`config.mk`:
```
export PLATFORM = sky130hd
export DESIGN_NAME = ps_demux_top
export DESIGN_NICKNAME = d
export VERILOG_FILES = /design/src/hw/ps_demux_pkg.sv /design/src/hw/start_code_detector.sv /design/src/hw/pack_header_parser.sv /design/src/hw/system_header_parser.sv /design/src/hw/stream_table.sv /design/src/hw/axi_lite_stream_regs.sv /design/src/hw/ps_demux_top.sv
export SDC_FILE = /design/constraint.sdc
export NUM_CORES = 1
export LEC_CHECK = 0
export BUFFER_PORTS_ARGS = -buffer_cell sky130_fd_sc_hd__buf_2
export CELL_PAD_IN_SITES_DETAIL_PLACEMENT = 2
export CELL_PAD_IN_SITES_GLOBAL_PLACEMENT = 2
export CORE_ASPECT_RATIO = 0.7
export CORE_UTILIZATION = 30
export DETAILED_ROUTE_END_ITERATION = 16
export PLACE_DENSITY_LB_ADDON = 0.1
export SLEW_MARGIN = 10
export SYNTH_ARGS = -nofsm -noshare
export SYNTH_HDL_FRONTEND = slang
export SYNTH_HIERARCHICAL = 1
export SYNTH_SLANG_ARGS = --single-unit
```
`constraint.sdc`:
```
create_clock -name clk -period 4.43 [get_ports clk]
set_input_delay 0 -clock clk [delete_from_list [all_inputs] [get_ports clk]]
set_output_delay 0 -clock clk [all_outputs]
set_load 0.03 [all_outputs]
```
`src/hw/ps_demux_pkg.sv`:
```
package ps_demux_pkg;

	typedef logic [7:0]  byte_t;
	typedef logic [3:0]  table_addr_t;
	typedef logic [31:0] table_word_t;
	typedef logic [7:0]  start_code_t;
	typedef logic [6:0]  axi_addr_t;     // byte address on the register bus

	localparam start_code_t code_pack   = 8'hba;
	localparam start_code_t code_system = 8'hbb;
	localparam start_code_t code_end    = 8'hb9;

	localparam int entry_words = 8;     // words 0..7 hold stream entries

	localparam table_addr_t addr_scr        = 4'd8;
	localparam table_addr_t addr_mux_rate   = 4'd9;
	localparam table_addr_t addr_rate_bound = 4'd10;
	localparam table_addr_t addr_sys_flags  = 4'd11;

	localparam axi_addr_t  axi_status_addr = 7'h40;
	localparam logic [1:0] resp_okay       = 2'b00;
	localparam logic [1:0] resp_slverr     = 2'b10;

	typedef enum logic [1:0] {
		pack_idle,
		pack_fields,
		pack_done
	} pack_state_t;

	typedef enum logic [2:0] {
		sys_idle,
		sys_fixed,
		sys_entry_id,
		sys_entry_buf,
		sys_done
	} sys_state_t;

	typedef enum logic [1:0] {
		rd_idle,
		rd_wait_grant,
		rd_resp
	} axi_rd_state_t;

	// audio C0..C3 and video E0..E3 only
	function automatic logic is_table_id(byte_t id);
		return (id[7:6] == 2'b11) && (id[4:2] == 3'b000);
	endfunction

	function automatic table_addr_t entry_index(byte_t id);
		return {1'b0, id[5], id[1:0]};
	endfunction

endpackage

```
`src/hw/start_code_detector.sv`:
```
module start_code_detector (
	input  logic                clk,
	input  logic                rst_n,
	input  ps_demux_pkg::byte_t byte_data,
	input  logic                byte_en,
	output logic                pack_start,
	output logic                sys_start,
	output logic                end_seen
);
	import ps_demux_pkg::*;

	logic [23:0] history;       // last three bytes, newest low
	logic        prefix_hit;
	start_code_t code;

	assign prefix_hit = (history == 24'h000001);
	assign code       = byte_data;

	always_ff @(posedge clk) begin
		if (!rst_n) begin
			history    <= '1;    // no false prefix out of reset
			pack_start <= 1'b0;
			sys_start  <= 1'b0;
			end_seen   <= 1'b0;
		end else begin
			pack_start <= 1'b0;
			sys_start  <= 1'b0;
			end_seen   <= 1'b0;
			if (byte_en) begin
				history <= {history[15:0], byte_data};
				if (prefix_hit) begin
					// unknown codes just fall through, the shift restarts the hunt
					case (code)
						code_pack:   pack_start <= 1'b1;
						code_system: sys_start  <= 1'b1;
						code_end:    end_seen   <= 1'b1;
						default:     ;
					endcase
				end
			end
		end
	end

endmodule

```
`src/hw/pack_header_parser.sv`:
```
module pack_header_parser (
	input  logic                      clk,
	input  logic                      rst_n,
	input  ps_demux_pkg::byte_t       byte_data,
	input  logic                      byte_en,
	input  logic                      pack_start,
	output logic                      wr_req,
	output ps_demux_pkg::table_addr_t wr_addr,
	output ps_demux_pkg::table_word_t wr_data,
	input  logic                      wr_gnt
);
	import ps_demux_pkg::*;

	pack_state_t state;
	logic [3:0]  byte_cnt;
	logic [3:0]  byte_idx;
	logic        take;
	table_word_t scr;           // scr base bits 31..0
	logic [21:0] mux_rate;

	// a header byte may arrive in the same cycle as the start pulse
	assign take     = byte_en && (pack_start || state == pack_fields);
	assign byte_idx = pack_start ? 4'd0 : byte_cnt;

	always_ff @(posedge clk) begin
		if (!rst_n) begin
			state    <= pack_idle;
			byte_cnt <= '0;
			wr_req   <= 1'b0;
		end else begin
			if (wr_req && wr_gnt)
				wr_req <= 1'b0;
			if (pack_start) begin
				state    <= pack_fields;
				byte_cnt <= 4'd0;
			end
			if (take) begin
				byte_cnt <= byte_idx + 4'd1;
				if (byte_idx == 4'd6 || byte_idx == 4'd9)
					wr_req <= 1'b1;
				if (byte_idx == 4'd9)
					state <= pack_done;     // stuffing and beyond ignored
			end
		end
	end

	always_ff @(posedge clk) begin
		if (take) begin
			case (byte_idx)
				4'd0: scr[31:28] <= {byte_data[4:3], byte_data[1:0]};
				4'd1: scr[27:20] <= byte_data;
				4'd2: scr[19:13] <= {byte_data[7:3], byte_data[1:0]};
				4'd3: scr[12:5]  <= byte_data;
				4'd4: scr[4:0]   <= byte_data[7:3];
				4'd6: begin
					mux_rate[21:14] <= byte_data;
					wr_addr         <= addr_scr;
					wr_data         <= scr;
				end
				4'd7: mux_rate[13:6] <= byte_data;
				4'd8: mux_rate[5:0]  <= byte_data[7:2];   // two markers below
				4'd9: begin
					wr_addr <= addr_mux_rate;
					wr_data <= {10'd0, mux_rate};
				end
				default: ;
			endcase
		end
	end

endmodule

```
`src/hw/system_header_parser.sv`:
```
module system_header_parser (
	input  logic                      clk,
	input  logic                      rst_n,
	input  ps_demux_pkg::byte_t       byte_data,
	input  logic                      byte_en,
	input  logic                      sys_start,
	output logic                      wr_req,
	output ps_demux_pkg::table_addr_t wr_addr,
	output ps_demux_pkg::table_word_t wr_data,
	input  logic                      wr_gnt,
	output logic                      entries_clear,
	output logic                      id_err
);
	import ps_demux_pkg::*;

	sys_state_t  state;
	logic [2:0]  fix_cnt;       // position in the eight fixed bytes
	logic [2:0]  fix_idx;
	logic        in_fixed;
	logic        at_id;
	logic        at_buf;
	logic        take;
	logic        counted;       // byte covered by header_length
	logic        last;
	logic        zero_len;
	logic        bad_id;
	logic        done_now;
	logic [15:0] bytes_left;
	logic        buf_part;      // high on the second buffer byte
	logic        flags_pend;
	logic [7:0]  n_stored;
	logic        load_rate;
	logic        load_entry;
	logic        load_flags;
	byte_t       len_hi;
	logic [21:0] rate_bound;
	byte_t       audio_bound;
	byte_t       video_bound;
	byte_t       entry_id;
	logic        buf_scale;
	logic [4:0]  buf_hi;

	assign in_fixed = sys_start || state == sys_fixed;
	assign at_id    = !sys_start && state == sys_entry_id;
	assign at_buf   = !sys_start && state == sys_entry_buf;
	assign take     = byte_en && (in_fixed || at_id || at_buf);
	assign fix_idx  = sys_start ? 3'd0 : fix_cnt;

	assign counted  = take && !(in_fixed && fix_idx < 3'd2);
	assign last     = counted && bytes_left == 16'd1;
	assign zero_len = take && in_fixed && fix_idx == 3'd1 && {len_hi, byte_data} == 16'd0;
	assign bad_id   = take && at_id && !byte_data[7];
	assign done_now = last || zero_len || bad_id;

	assign load_rate  = take && in_fixed && fix_idx == 3'd5;
	assign load_entry = take && at_buf && buf_part && is_table_id(entry_id);
	assign load_flags = flags_pend && !wr_req;    // after any pending write drains

	assign entries_clear = sys_start;

	always_ff @(posedge clk) begin
		if (!rst_n) begin
			state      <= sys_idle;
			fix_cnt    <= '0;
			bytes_left <= '0;
			buf_part   <= 1'b0;
			flags_pend <= 1'b0;
			n_stored   <= '0;
			wr_req     <= 1'b0;
			id_err     <= 1'b0;
		end else begin
			id_err <= bad_id;
			if (wr_req && wr_gnt)
				wr_req <= 1'b0;
			if (load_rate || load_entry || load_flags)
				wr_req <= 1'b1;
			if (load_flags)
				flags_pend <= 1'b0;
			if (load_entry)
				n_stored <= n_stored + 8'd1;
			if (sys_start) begin
				state      <= sys_fixed;
				fix_cnt    <= 3'd0;
				n_stored   <= '0;
				flags_pend <= 1'b0;
			end
			if (take) begin
				if (in_fixed) begin
					fix_cnt <= fix_idx + 3'd1;
					if (fix_idx == 3'd1)
						bytes_left <= {len_hi, byte_data};
					if (fix_idx == 3'd7)
						state <= sys_entry_id;
				end else if (at_id) begin
					state    <= sys_entry_buf;
					buf_part <= 1'b0;
				end else begin
					buf_part <= 1'b1;
					if (buf_part)
						state <= sys_entry_id;
				end
				if (counted)
					bytes_left <= bytes_left - 16'd1;
				if (done_now) begin
					state      <= sys_done;      // rest of header ignored
					flags_pend <= 1'b1;
				end
			end
		end
	end

	always_ff @(posedge clk) begin
		if (take && in_fixed) begin
			case (fix_idx)
				3'd0: len_hi            <= byte_data;
				3'd2: rate_bound[21:15] <= byte_data[6:0];
				3'd3: rate_bound[14:7]  <= byte_data;
				3'd4: rate_bound[6:0]   <= byte_data[7:1];
				3'd5: audio_bound       <= byte_data;
				3'd6: video_bound       <= byte_data;
				default: ;
			endcase
		end
		if (take && at_id)
			entry_id <= byte_data;
		if (take && at_buf && !buf_part) begin
			buf_scale <= byte_data[5];
			buf_hi    <= byte_data[4:0];
		end
		if (load_rate) begin
			wr_addr <= addr_rate_bound;
			wr_data <= {10'd0, rate_bound};
		end
		if (load_entry) begin
			wr_addr <= entry_index(entry_id);
			wr_data <= {1'b1, 7'd0, entry_id, 2'd0, buf_scale, buf_hi, byte_data};
		end
		if (load_flags) begin
			wr_addr <= addr_sys_flags;
			wr_data <= {n_stored, 8'd0, audio_bound, video_bound};
		end
	end

endmodule

```
`src/hw/stream_table.sv`:
```
module stream_table #(
	parameter int table_depth = 16
) (
	input  logic                      clk,
	input  logic                      rst_n,
	input  logic                      sys_wr_req,
	input  ps_demux_pkg::table_addr_t sys_wr_addr,
	input  ps_demux_pkg::table_word_t sys_wr_data,
	output logic                      sys_wr_gnt,
	input  logic                      pack_wr_req,
	input  ps_demux_pkg::table_addr_t pack_wr_addr,
	input  ps_demux_pkg::table_word_t pack_wr_data,
	output logic                      pack_wr_gnt,
	input  logic                      entries_clear,
	input  logic                      rd_req,
	input  ps_demux_pkg::table_addr_t rd_addr,
	output logic                      rd_gnt,
	output ps_demux_pkg::table_word_t rd_data
);
	import ps_demux_pkg::*;

	localparam int vld_bits = $clog2(entry_words);

	table_word_t            mem [table_depth];
	logic [entry_words-1:0] valid;
	logic                   wr_en;
	table_addr_t            port_addr;
	table_word_t            port_data;
	table_word_t            rd_word;
	logic                   rd_entry;
	logic                   rd_valid;

	// fixed priority, system parser first
	assign sys_wr_gnt  = sys_wr_req;
	assign pack_wr_gnt = pack_wr_req && !sys_wr_req;
	assign rd_gnt      = rd_req && !sys_wr_req && !pack_wr_req;

	assign wr_en     = sys_wr_gnt || pack_wr_gnt;
	assign port_addr = sys_wr_gnt ? sys_wr_addr : (pack_wr_gnt ? pack_wr_addr : rd_addr);
	assign port_data = sys_wr_gnt ? sys_wr_data : pack_wr_data;

	always_ff @(posedge clk) begin
		if (wr_en) begin
			mem[port_addr] <= port_data;
		end else if (rd_gnt) begin
			rd_word  <= mem[port_addr];
			rd_entry <= port_addr < entry_words;
			rd_valid <= valid[port_addr[vld_bits-1:0]];
		end
	end

	always_ff @(posedge clk) begin
		if (!rst_n) begin
			valid <= '0;
		end else begin
			if (entries_clear)
				valid <= '0;
			if (wr_en && port_addr < entry_words)
				valid[port_addr[vld_bits-1:0]] <= 1'b1;
		end
	end

	assign rd_data = rd_entry ? {rd_valid, rd_word[30:0]} : rd_word;   // entry bit 31 from vector

endmodule

```
`src/hw/axi_lite_stream_regs.sv`:
```
module axi_lite_stream_regs (
	input  logic                      clk,
	input  logic                      rst_n,
	input  ps_demux_pkg::axi_addr_t   awaddr,
	input  logic                      awvalid,
	output logic                      awready,
	input  ps_demux_pkg::table_word_t wdata,
	input  logic [3:0]                wstrb,
	input  logic                      wvalid,
	output logic                      wready,
	output logic [1:0]                bresp,
	output logic                      bvalid,
	input  logic                      bready,
	input  ps_demux_pkg::axi_addr_t   araddr,
	input  logic                      arvalid,
	output logic                      arready,
	output ps_demux_pkg::table_word_t rdata,
	output logic [1:0]                rresp,
	output logic                      rvalid,
	input  logic                      rready,
	output logic                      rd_req,
	output ps_demux_pkg::table_addr_t rd_addr,
	input  logic                      rd_gnt,
	input  ps_demux_pkg::table_word_t rd_data,
	input  logic                      end_seen,
	input  logic                      id_err
);
	import ps_demux_pkg::*;

	axi_rd_state_t rd_state;
	logic          wr_hs;
	logic          ar_hs;
	logic          rd_capture;    // table word on rd_data now
	logic          end_seen_sticky;
	logic          id_err_sticky;
	logic          ar_table;
	logic          ar_status;
	logic          aw_status;

	assign wr_hs     = awready && awvalid && wvalid;
	assign ar_hs     = arready && arvalid;
	assign ar_table  = !araddr[6];
	assign ar_status = araddr[6:2] == axi_status_addr[6:2];
	assign aw_status = awaddr[6:2] == axi_status_addr[6:2];
	assign bresp     = resp_okay;

	always_ff @(posedge clk) begin
		if (!rst_n) begin
			awready         <= 1'b0;
			wready          <= 1'b0;
			bvalid          <= 1'b0;
			end_seen_sticky <= 1'b0;
			id_err_sticky   <= 1'b0;
		end else begin
			awready <= awvalid && wvalid && !awready && !bvalid;
			wready  <= awvalid && wvalid && !awready && !bvalid;
			if (bvalid && bready)
				bvalid <= 1'b0;
			if (wr_hs)
				bvalid <= 1'b1;
			if (wr_hs && aw_status && wstrb[0]) begin
				if (wdata[0])
					end_seen_sticky <= 1'b0;
				if (wdata[1])
					id_err_sticky <= 1'b0;
			end
			if (end_seen)
				end_seen_sticky <= 1'b1;   // a new event wins over a clear
			if (id_err)
				id_err_sticky <= 1'b1;
		end
	end

	always_ff @(posedge clk) begin
		if (!rst_n) begin
			rd_state   <= rd_idle;
			arready    <= 1'b1;
			rvalid     <= 1'b0;
			rd_req     <= 1'b0;
			rd_capture <= 1'b0;
		end else begin
			rd_capture <= rd_req && rd_gnt;
			case (rd_state)
				rd_idle: begin
					if (ar_hs) begin
						arready <= 1'b0;
						if (ar_table) begin
							rd_req   <= 1'b1;
							rd_state <= rd_wait_grant;
						end else begin
							rvalid   <= 1'b1;     // status or error answered locally
							rd_state <= rd_resp;
						end
					end
				end
				rd_wait_grant: begin
					if (rd_gnt) begin
						rd_req   <= 1'b0;
						rd_state <= rd_resp;
					end
				end
				rd_resp: begin
					if (rd_capture)
						rvalid <= 1'b1;
					if (rvalid && rready) begin
						rvalid   <= 1'b0;
						arready  <= 1'b1;
						rd_state <= rd_idle;
					end
				end
				default: rd_state <= rd_idle;
			endcase
		end
	end

	always_ff @(posedge clk) begin
		if (ar_hs) begin
			rd_addr <= araddr[5:2];
			rresp   <= (ar_table || ar_status) ? resp_okay : resp_slverr;
			rdata   <= ar_status ? {30'd0, id_err_sticky, end_seen_sticky} : '0;
		end
		if (rd_capture)
			rdata <= rd_data;
	end

endmodule

```
`src/hw/ps_demux_top.sv`:
```
module ps_demux_top #(
	parameter int table_depth = 16
) (
	input  logic                      clk,
	input  logic                      rst_n,
	input  ps_demux_pkg::byte_t       byte_data,
	input  logic                      byte_en,
	input  ps_demux_pkg::axi_addr_t   awaddr,
	input  logic                      awvalid,
	output logic                      awready,
	input  ps_demux_pkg::table_word_t wdata,
	input  logic [3:0]                wstrb,
	input  logic                      wvalid,
	output logic                      wready,
	output logic [1:0]                bresp,
	output logic                      bvalid,
	input  logic                      bready,
	input  ps_demux_pkg::axi_addr_t   araddr,
	input  logic                      arvalid,
	output logic                      arready,
	output ps_demux_pkg::table_word_t rdata,
	output logic [1:0]                rresp,
	output logic                      rvalid,
	input  logic                      rready
);
	import ps_demux_pkg::*;

	logic        pack_start;
	logic        sys_start;
	logic        end_seen;
	logic        pack_wr_req;
	table_addr_t pack_wr_addr;
	table_word_t pack_wr_data;
	logic        pack_wr_gnt;
	logic        sys_wr_req;
	table_addr_t sys_wr_addr;
	table_word_t sys_wr_data;
	logic        sys_wr_gnt;
	logic        entries_clear;
	logic        id_err;
	logic        rd_req;
	table_addr_t rd_addr;
	logic        rd_gnt;
	table_word_t rd_data;

	start_code_detector u_start_code_detector (
		.clk        (clk),
		.rst_n      (rst_n),
		.byte_data  (byte_data),
		.byte_en    (byte_en),
		.pack_start (pack_start),
		.sys_start  (sys_start),
		.end_seen   (end_seen)
	);

	pack_header_parser u_pack_header_parser (
		.clk        (clk),
		.rst_n      (rst_n),
		.byte_data  (byte_data),
		.byte_en    (byte_en),
		.pack_start (pack_start),
		.wr_req     (pack_wr_req),
		.wr_addr    (pack_wr_addr),
		.wr_data    (pack_wr_data),
		.wr_gnt     (pack_wr_gnt)
	);

	system_header_parser u_system_header_parser (
		.clk           (clk),
		.rst_n         (rst_n),
		.byte_data     (byte_data),
		.byte_en       (byte_en),
		.sys_start     (sys_start),
		.wr_req        (sys_wr_req),
		.wr_addr       (sys_wr_addr),
		.wr_data       (sys_wr_data),
		.wr_gnt        (sys_wr_gnt),
		.entries_clear (entries_clear),
		.id_err        (id_err)
	);

	stream_table #(
		.table_depth (table_depth)
	) u_stream_table (
		.clk           (clk),
		.rst_n         (rst_n),
		.sys_wr_req    (sys_wr_req),
		.sys_wr_addr   (sys_wr_addr),
		.sys_wr_data   (sys_wr_data),
		.sys_wr_gnt    (sys_wr_gnt),
		.pack_wr_req   (pack_wr_req),
		.pack_wr_addr  (pack_wr_addr),
		.pack_wr_data  (pack_wr_data),
		.pack_wr_gnt   (pack_wr_gnt),
		.entries_clear (entries_clear),
		.rd_req        (rd_req),
		.rd_addr       (rd_addr),
		.rd_gnt        (rd_gnt),
		.rd_data       (rd_data)
	);

	axi_lite_stream_regs u_axi_lite_stream_regs (
		.clk      (clk),
		.rst_n    (rst_n),
		.awaddr   (awaddr),
		.awvalid  (awvalid),
		.awready  (awready),
		.wdata    (wdata),
		.wstrb    (wstrb),
		.wvalid   (wvalid),
		.wready   (wready),
		.bresp    (bresp),
		.bvalid   (bvalid),
		.bready   (bready),
		.araddr   (araddr),
		.arvalid  (arvalid),
		.arready  (arready),
		.rdata    (rdata),
		.rresp    (rresp),
		.rvalid   (rvalid),
		.rready   (rready),
		.rd_req   (rd_req),
		.rd_addr  (rd_addr),
		.rd_gnt   (rd_gnt),
		.rd_data  (rd_data),
		.end_seen (end_seen),
		.id_err   (id_err)
	);

endmodule

```
**Word-level counts from Yosys, hierarchy flattened**

Memories as Yosys holds them, arrays and structs flattened. A register that Yosys moved wholly into a read port is not among the register bits.
Cells that the tools add are included.

- Mux-type cells: 79
- Add/subtract/negate cells: 4
- Equality and inequality tests: 35
- Reductions and logical operators: 100
- Magnitude comparators: 4
- Bitwise operators: 4

Operators by type and width:

| cell | number |
|---|---|
| 32-bit 2-to-1 mux | 7 |
| 32-bit case mux with 2 select lines | 1 |
| 16-bit 2-to-1 mux | 3 |
| 2-bit AND reduction | 19 |
| 1-bit logical AND | 36 |
| 1-bit 2-to-1 mux | 33 |
| 3-bit 2-to-1 mux | 10 |
| 24-bit by 1-bit == test with 1-bit output (second input constant) | 1 |
| 8-bit == test (second input constant) | 3 |
| 4-bit 2-to-1 mux | 6 |
| 8-bit 2-to-1 mux | 3 |
| 2-bit nonzero test | 12 |
| 2-bit 2-to-1 mux | 9 |
| 16-bit by 1-bit == test with 1-bit output (second input constant) | 1 |
| 16-bit zero test | 1 |
| 16-bit by 1-bit subtractor with 16-bit output (second input constant) | 1 |
| 3-bit by 2-bit == test with 1-bit output (second input constant) | 4 |
| 3-bit == test (second input constant) | 4 |
| 4-bit by 3-bit == test with 1-bit output (second input constant) | 3 |
| 3-bit AND reduction | 4 |
| 1-bit logical OR | 11 |
| 5-bit == test (second input constant) | 2 |
| 1-bit zero test | 9 |
| 8-bit by 1-bit adder with 8-bit output (second input constant) | 1 |
| other kinds (28) | 42 |

- Register bits: 312
- Memories kept: 1
- Bits of input ports: 66
- RAM bits: 512
- Output and inout port bits: 41

Memory list:

| memory | words | width | rd ports | clocked after Yosys merged registers in | wr ports | line | RTL |
|---|---|---|---|---|---|---|---|
| u_stream_table.mem | 16 | 32 | 1 | 1 | 1 | stream_table.sv:24 | `table_word_t mem [table_depth];` |

**Depth between registers and ports, before layout**

Gate-level depths: netlist of run 1.

- Depth in word-level cells: 12
- Mapped depth: 10
- Gate-level depth less buffers: 7

**Cells and area by module**

The synthesis of run 1 kept the hierarchy.

Modules (own cells, without submodules):

| module | instances | area an instance (µm²) | cells an instance | sequential area each (µm²) |
|---|---|---|---|---|
| stream_table | 1 | 21,912.3 | 1,462 | 16,555.9 |
| system_header_parser | 1 | 5,292.6 | 472 | 3,443.3 |
| pack_header_parser | 1 | 3,468.3 | 181 | 2,752.6 |
| axi_lite_stream_regs | 1 | 1,826.8 | 132 | 1,311.3 |
| start_code_detector | 1 | 1,014.7 | 98 | 540.5 |

**Least setup slack after synthesis of run 1**

Ideal clock, no wire load.

- Path type: reg-to-reg
- From: register u_system_header_parser.wr_req
- To: register u_stream_table.rd_entry (enable)
- Data arrival time: 3.534 ns
- Data required time: 3.955 ns
- Setup slack: 0.422 ns
- Cell stages (with the launch flop): 5
- Cells stage by stage: dfxtp_1 -> buf_2 -> buf_1 -> buf_1 -> nor3b_1

- Cells in the longest elaborated chain, start to end: 5
- Elaborated cells between the ends (all ways): 7
- Classes of those cells: 1 x bitwise; 6 x reduce/logical

RTL lines:

| element | line | RTL |
|---|---|---|
| start, declared | system_header_parser.sv:7 | `output logic wr_req,` |
| start signal, assigned | system_header_parser.sv:69 | `wr_req <= 1'b0;` |
| start signal, assigned | system_header_parser.sv:74 | `wr_req <= 1'b0;` |
| start signal, assigned | system_header_parser.sv:76 | `wr_req <= 1'b1;` |
| 1-bit zero test | stream_table.sv:35, stream_table.sv:36 |  |
| 1-bit logical AND | stream_table.sv:35 | `assign pack_wr_gnt = pack_wr_req && !sys_wr_req;` |
| 1-bit logical OR | stream_table.sv:38 | `assign wr_en = sys_wr_gnt \|\| pack_wr_gnt;` |
| 1-bit inverter (no line) | - |  |
| 2-bit AND reduction (no line) * | - |  |
| end signal, assigned | stream_table.sv:47 | `rd_entry <= port_addr < entry_words;` |
| end, declared | stream_table.sv:30 | `logic rd_entry;` |

Mark *: on every way between the ends. The rest lies on a longest branch, timed or not.
A chain may end at the register's enable or synchronous reset.

**Final worst setup path of run 1**

- From: register u_system_header_parser.wr_req
- To: register u_stream_table.rd_word[1] (read register of u_stream_table.mem) (data pin)

- Cells in the longest elaborated chain, start to end: 5
- Elaborated cells between the ends (all ways): 9
- Classes of those cells: 2 x mux; 1 x bitwise; 6 x reduce/logical

RTL lines:

| element | line | RTL |
|---|---|---|
| 1-bit zero test | stream_table.sv:35, stream_table.sv:36 |  |
| 1-bit logical AND | stream_table.sv:35 |  |
| 1-bit logical OR | stream_table.sv:38 |  |
| 1-bit inverter (no line) | - |  |
| 2-bit AND reduction (no line) | - |  |
| end, declared | stream_table.sv:29 | `table_word_t rd_word;` |

Several ways; a longest one is shown, not always the timed one.

==> results of run 1 <==
==> cells by family (layout without fill, tap and decap cells) <==
| kind of cell | count (synthesis) | after routing |
|---|---|---|
| AOI/OAI and AO/OA | 463 | 463 |
| xor gates and xnor gates | 9 | 9 |
| adders and majority gates | 9 | 9 |
| buffers and inverters | 191 | 344 |
| DFF | 852 | 852 |
| muxes | 147 | 147 |
| other | 3 | 7 |
| and+or+nand+nor | 671 | 671 |
==> worst max path at each step <==
stage                                              from                   endpoint  slack, ns  depth (start not counted)
after global routing      u_system_header_parser/wr_req  u_stream_table/rd_word[1]       1.01                          7
final                     u_system_header_parser/wr_req  u_stream_table/rd_word[1]       1.24                          7
after floorplan           u_system_header_parser/wr_req    u_stream_table/rd_entry       0.42                          4
after global placement    u_system_header_parser/wr_req  u_stream_table/rd_word[1]       1.28                          7
after detailed placement  u_system_header_parser/wr_req  u_stream_table/rd_word[1]       1.19                          7
after CTS                 u_system_header_parser/wr_req  u_stream_table/rd_word[1]       1.18                          7
==> power by group through the flow <==
| stage | Combinational [mW] | Clock (mW) | Sequential, mW |
|---|---|---|---|
| after floorplan | 0.496 | 0 | 9.04 |
| after CTS | 0.842 | 7.75 | 8.83 |
| final | 0.826 | 7.51 | 8.83 |
| after global placement | 0.799 | 0 | 9.00 |
| after global routing | 0.899 | 8.05 | 8.84 |
| after detailed placement | 0.822 | 0 | 9.00 |
==> cell type report <==
class                           instances  area [um2]  area share, %
Timing Repair Buffer                  161        1281          3.310
Inverter                               17       63.81         0.1649
Antenna cell                            1       2.502       0.006466
Sequential cell                       852       24610          63.58
Clock inverter                         41       347.8         0.8987
Clock buffer                          125        2519          6.508
Multi-Input combinational cell       1305        8060          20.83
Tap cell                             1456        1822          4.707
==> cells in the mapped netlist, drive strengths merged (3+ instances only) <==
cell / n / area (um2)
a21o: 3 / 22.52
nor2b: 20 / 125.1
o21a: 14 / 105.1
a311oi: 3 / 26.28
nand3b: 3 / 22.52
mux2i: 90 / 900.9
o21ai: 31 / 155.1
a221oi: 64 / 560.5
inv: 16 / 60.06
nor2: 84 / 317.8
nand3: 14 / 70.07
conb: 3 / 11.26
and3: 8 / 50.05
nor3b: 10 / 80.07
nand4: 10 / 77.57
clkbuf: 46 / 172.7
xnor2: 4 / 35.03
ha: 9 / 112.6
nor4: 21 / 137.6
a31oi: 23 / 143.9
buf: 128 / 819.5
nand2: 405 / 1520
nand2b: 14 / 87.58
nor3: 9 / 45.04
o211ai: 6 / 45.04
and2: 52 / 326.6
a21oi: 236 / 1181
edfxtp: 754 / 22640
xor2: 5 / 43.79
o32ai: 3 / 26.28
or3: 5 / 31.28
a32oi: 65 / 569.3
or2: 3 / 21.27
mux2: 55 / 686.9
or4: 4 / 37.53
dfxtp: 98 / 1962
==> routing by layer <==
| layer | vias to the layer above | share of wire, % | global-route usage (%) |
|---|---|---|---|
| met5 | - | 0 | 0 |
| met4 | 0 | 2.4 | 5.099 |
| met3 | 129 | 3.0 | 2.728 |
| met2 | 292 | 44 | 27.61 |
| met1 | 10660 | 51 | 26.31 |
| li1 | 8974 | - | - |
==> cell usage in the layout, fill, tap and decap left out, drive strengths merged, types with 6 or more instances in the layout <==
| cell type | n |
|---|---|
| a21oi | 236 |
| a221oi | 64 |
| a31oi | 23 |
| a32oi | 65 |
| and2 | 52 |
| and3 | 8 |
| buf | 131 |
| bufinv | 6 |
| clkbuf | 125 |
| clkinv | 36 |
| conb | 6 |
| dfxtp | 98 |
| dlygate4sd3 | 30 |
| edfxtp | 754 |
| ha | 9 |
| inv | 16 |
| mux2 | 55 |
| mux2i | 90 |
| nand2 | 405 |
| nand2b | 14 |
| nand3 | 14 |
| nand4 | 10 |
| nor2 | 84 |
| nor2b | 20 |
| nor3 | 9 |
| nor3b | 10 |
| nor4 | 21 |
| o211ai | 6 |
| o21a | 14 |
| o21ai | 31 |
==> sequential cells by signal, indices dropped and copies added (netlist names), 24 cells and up <==
name                            flops
u_axi_lite_stream_regs/rdata       32
u_pack_header_parser/scr           32
u_pack_header_parser/wr_data       32
u_start_code_detector/history      24
u_stream_table/mem                512
u_stream_table/rd_word             32
u_system_header_parser/wr_data     32
==> metrics by stage <==
step	worst slack [ns]	hold slack, ns	instances	total power, mW	area (um2)
after global placement	1.284	0.2376	3761	9.799	35530
after global routing	1.012	0.1108	3957	17.78	38700
final	1.238	0.1370	3958	17.16	38700
after floorplan	0.4217	0.07623	2348	9.532	33530
after CTS	1.179	0.06770	3957	17.42	38700
after detailed placement	1.192	0.2560	3761	9.822	35530
==> worst max-delay path, stage by stage (launching register included) <==
cell	delay [ns]
dfxtp_2	0.80
nand2_1	0.14
o21a_1	0.27
nand2_2	0.66
buf_4	0.52
a221oi_1	0.11
a21oi_1	0.31
nand2_1	0.08
==> timing repair <==
action,4_1_cts,5_1_grt
setup endpoints to repair,0,0
setup buffers,0,0
endpoints found under the hold margin,180,0
hold buffers,30,0
==> impl_metrics.yaml, run 1 <==
status:
  status: "finished clean"
die:
  die_area_um2: 113100
  initial_core_util_pct: 30.29
  fp.dieW_um: 401.5
  die_h_um: 281.6
  core.rowCount: 102
  ios: 107
  core_area_um2: 110600
finish:
  drive_gt1_share_pct: 14.19
  final_nets: 2503
  syn2layout_area_growth_pct: 15.48
  fill_cells: 11130
  final_util_pct: 34.98
route:
  wirelength_um: 101200
  drc_errors: 0
  firstDrtPassIters: 7
  vias: 20050
  vias_per_cell: 5.066
  avgRoutedWirePerCell_um: 25.57
  drt_iter0_markers: 1188
  ant_nets: 0
synthesis:
  ys_async_sr_fraction_pct: 0
  muxShareOfSynthArea_pct: 4.872
  synth_edf_count: 754
  syn_area_per_cell_um2: 14.29
  synth.distinct_cells: 71
  synth-xor-area-share_pct: 0.2352
  postSynthCellCount: 2345
  yosysSeqAreaShare_pct: 73.41
  synth_top_family_by_area: "simple AND/OR/NAND/NOR gates"
  ys.flop_type: "edfxtp_1"
  synthAdderAreaFrac_pct: 0.3360
  synth-compound-area-share_pct: 8.885
  ys_seq_elements: 852
  yosys.area_share.simple_pct: 9.076
  yosys_warnings: 6
  synth_area_um2: 33510
place:
  io_buffers: 66
  globalplace.congestion: 0.7265
  dp_hpwl_um: 58190
sta:
  maxSlewHeadroom_pct: 21.52
  finalSetupViolCount: 0
  finalMaxSlewViolations: 0
  rsz0062_at_grt: "false"
  max_freq_ghz: 0.3133
  hold_viol_final: 0
  period_share_pct: 72.05
  worst_slew_pin_slew_ns: 1.174
  min_period_ns: 3.192
  finalSetupTns_ns: 0
  finalClockSkew_ns: 0.02446
power:
  power_density_nw_per_um2: 443.4
  swShare_pct: 22.42
  combPwrFrac_pct: 4.8
  p_clk_share_pct: 43.7
  power_leakage_nw: 13.03
  intPower_mw: 13.31
  pwr-share-seq_pct: 51.4
  peakVddDrop_uv: 303.2
  p_switching_mw: 3.847
clock_network:
  clkTransAtPathRegs_ns: 0.06
  clk_latency_ns: 0.67
  cts_resized: 0
  clockBufferDepth: 3
  htreeDepth: 3
  root_buffer: "clkbuf_16"
  cts_buffers: 91
  cts_tree: "yes"
  clock-sinks: 852
grt:
  antenna_found_initial: 2
  grt_pass1_vias: 22090
  grt_pass1_wl_um: 149400
  grt-ovfl-total: 0
  grt_usage_pct: 17.99
  grt_max_degree: 165
hold_path:
  whs_path_depth: 4
  hp-class: "in -> reg"
  holdPathEnd: "u_axi_lite_stream_regs/wready"
  min_from: "wvalid"
critical_path:
  worstSetupPathType: "reg -> reg"
  reg2reg_setup_slack_ns: 1.24
  cp-start-kind: "flop"
  reg2reg_depth: 7
  reg2reg_to: "u_stream_table/rd_word[1]"
  arrival_ns: 3.60
  reg2reg_from: "u_system_header_parser/wr_req"
  cp-end-kind: "flop"
  cp_data_required_time_ns: 4.84
  crit_fanout: 30
job:
  maxCapViolations: 0
Power figures use the tool's default switching activity.
==> run 2: changes to the inputs <==
ABC_AREA = 1   (was default)
clock period = 3.2 ns   (was 4.43 ns; I/O delays follow)
==> run 2 against run 1 <==
- sequential share of layout area fell by 4.9 points
- total power increased by 40%
- area after synthesis up 8.7%
- cell count increased by 34%
- via count grew 30%
- sequential power increased by 37%
- critical endpoint is now u_system_header_parser/wr_data[1]
==> impl_metrics.yaml, run 2 <==
grt:
  grt_max_degree: 153
  grt_usage_pct: 20.13
  antenna_found_initial: 2
  grt_pass1_wl_um: 183900
  grt-ovfl-total: 0
  grt_pass1_vias: 28540
synthesis:
  yosysSeqAreaShare_pct: 67.53
  synth_edf_count: 754
  synth-compound-area-share_pct: 1.721
  synth_top_family_by_area: "simple AND/OR/NAND/NOR gates"
  synth.area.top_cells: "edfxtp_1 (62%), nand2_1 (16%), dfxtp_1 (5.4%), nand4_1 (4.6%), inv_1 (2.3%)"
  ys_seq_elements: 852
  synth_area_um2: 36430
  ys_async_sr_fraction_pct: 0
  synth_most_common_cell: "nand2_1"
  yosysTopAreaCell: "edfxtp_1"
  synth.distinct_cells: 45
  yosys_warnings: 6
  syn_area_per_cell_um2: 10.28
  postSynthCellCount: 3543
  ys.flop_type: "edfxtp_1"
  synth-xor-area-share_pct: 0.1442
  muxShareOfSynthArea_pct: 0.03091
  netlist.area_leader.share_pct: 62.14
  synth_top_cells_by_count: "nand2_1 (1570), edfxtp_1 (754), nand4_1 (266)"
  yosys.area_share.simple_pct: 24.54
  synthAdderAreaFrac_pct: 0.3091
critical_path:
  path_cells: "buf_4 -> nor2_2 -> inv_1 -> nand2_4 -> clkinv_2 -> nand2_1 -> nand3_1"
  reg2reg_setup_slack_ns: 0.46
  cp_slowest_stage_delay_ns: 0.67
  crit_start: "u_system_header_parser/wr_req"
  reg2reg_depth: 7
  cp_data_required_time_ns: 3.62
  crit_fanout: 19
  cp-endpoint: "u_system_header_parser/wr_data[1]"
  reg2reg_from: "u_system_header_parser/wr_req"
  arrival_ns: 3.16
  reg2reg_to: "u_system_header_parser/wr_data[1]"
  cp-start-kind: "flop"
  cpMaxStageDelayCell: "nor2_2"
  worstSetupPathType: "reg -> reg"
  cp-end-kind: "flop"
finish:
  fin_area_um2: 41930
  largest_reg_flops: 512
  final_nets: 3669
  max_flop_register: "u_stream_table/mem"
  diodes: 0
  drive_gt1_share_pct: 9.956
  final_common_cell: "nand2_1"
  final_cell_mix: "nand2_1 (1567), edfxtp_1 (754), nand4_1 (266)"
  syn2layout_area_growth_pct: 15.08
place:
  place_area_um2: 38740
  dp_hpwl_um: 70610
  globalplace.congestion: 0.7449
  io_buffers: 66
route:
  vias: 26030
  vias_per_cell: 4.924
  ant_nets: 0
  wirelength_um: 122300
  firstDrtPassIters: 6
  drc_errors: 0
  avgRoutedWirePerCell_um: 23.14
  drt_iter0_markers: 1503
power:
  p_switching_mw: 5.706
  intPower_mw: 18.35
  combPwrFrac_pct: 6.1
  pwr-share-seq_pct: 50.5
  power_density_nw_per_um2: 573.8
  power_leakage_nw: 16.94
  p_clk_share_pct: 43.4
  peakVddDrop_uv: 393.6
  swShare_pct: 23.72
  p_total_mw: 24.06
clock_network:
  clk_latency_ns: 0.69
  cts_tree: "yes"
  root_buffer: "clkbuf_16"
  clockBufferDepth: 3
  cts_buffers: 93
  htreeDepth: 3
  clock-sinks: 852
  clkTransAtPathRegs_ns: 0.06
  cts_resized: 0
sta:
  finalMaxSlewViolations: 0
  max_freq_ghz: 0.3648
  period_share_pct: 85.67
  rsz0062_at_grt: "false"
  finalSetupViolCount: 0
  maxSlewHeadroom_pct: 29.18
  worst_slew_pin_slew_ns: 1.058
  whs_ns: 0.08112
  min_period_ns: 2.741
  finalClockSkew_ns: 0.02592
  hold_viol_final: 0
die:
  initial_core_util_pct: 30.39
  fp.dieW_um: 418.5
  core.rowCount: 106
  die_area_um2: 122900
  ios: 107
  die_h_um: 293.6
  core_area_um2: 119900
hold_path:
  hp-class: "in -> reg"
status:
  status: "finished clean"
job:
  maxCapViolations: 0
## run 2: cell type report
cell class | count | area (um2)
clock inverters | 49 | 356.6
multi-input cells | 2227 | 9899
well taps | 1620 | 2027
clock buffers | 118 | 2516
inverters | 237 | 898.4
flip-flops and latches | 852 | 24610
repair buffers | 183 | 1624
fillers | 12890 | 77970
## run 2: worst min-delay path by stage
stage,to,from,slack (ns),cells after the start
3_3_place_gp,u_axi_lite_stream_regs/rd_addr[0],araddr[2],0.22,1
5_1_grt,u_axi_lite_stream_regs/rd_addr[3],araddr[5],0.03,2
2_1_floorplan,u_system_header_parser/id_err,byte_data[7],0.08,1
4_1_cts,u_axi_lite_stream_regs/rd_addr[0],araddr[2],0.008,2
6_report,u_axi_lite_stream_regs/rd_addr[1],araddr[3],0.08,2
3_5_place_dp,u_axi_lite_stream_regs/rd_addr[0],araddr[2],0.23,1
## run 2: through the flow
step	worst slack, ns	std cells	TNS [ns]	util (%)
final	0.4587	5286	0	34.97
after global routing	0.2385	5286	0	34.97
after CTS	0.4034	5286	0	34.97
after detailed placement	0.4191	5088	0	32.32
after global placement	0.5136	5088	0	32.32
after floorplan	-0.05588	3546	-4.835	-
## run 2: per-layer routing
layer | wire length [um] | share of wire (%) | track usage, % | up-vias
met5 | 13 | 0.011 | 0 | -
met4 | 2369 | 1.9 | 4.315 | 2
met3 | 3832 | 3.1 | 2.904 | 150
met2 | 54760 | 45 | 31.63 | 365
met1 | 61350 | 50 | 29.33 | 13550
li1 | - | - | - | 11960
## run 2: what timing repair did
| item | in CTS | in global routing |
|---|---|---|
| setup buffers | 0 | 0 |
| hold buffers | 31 | 0 |
| endpoints found under the hold margin | 177 | 0 |
## run 2: cells by family after synthesis
group           count (synthesis)
mux                             1
other cells                     3
flops                         852
xor+xnor                        6
buf+inv                       467
compound gates                103
simple gates                 2102
fa+ha+maj                       9
## run 2: power groups by stage
| stage | Sequential, mW | Clock (mW) | Combinational, mW |
|---|---|---|---|
| 2_1_floorplan | 12.4 | 0 | 0.859 |
| 3_3_place_gp | 12.4 | 0 | 1.42 |
| 3_5_place_dp | 12.4 | 0 | 1.47 |
| 4_1_cts | 12.1 | 10.8 | 1.51 |
| 5_1_grt | 12.1 | 11.2 | 1.65 |
| 6_report | 12.1 | 10.5 | 1.46 |
## run 2: critical path: cells and delay by family (launching register included)
family        cells  cell delay (ns)
flops             1             0.43
buf+inv           3             0.91
simple gates      4             1.14
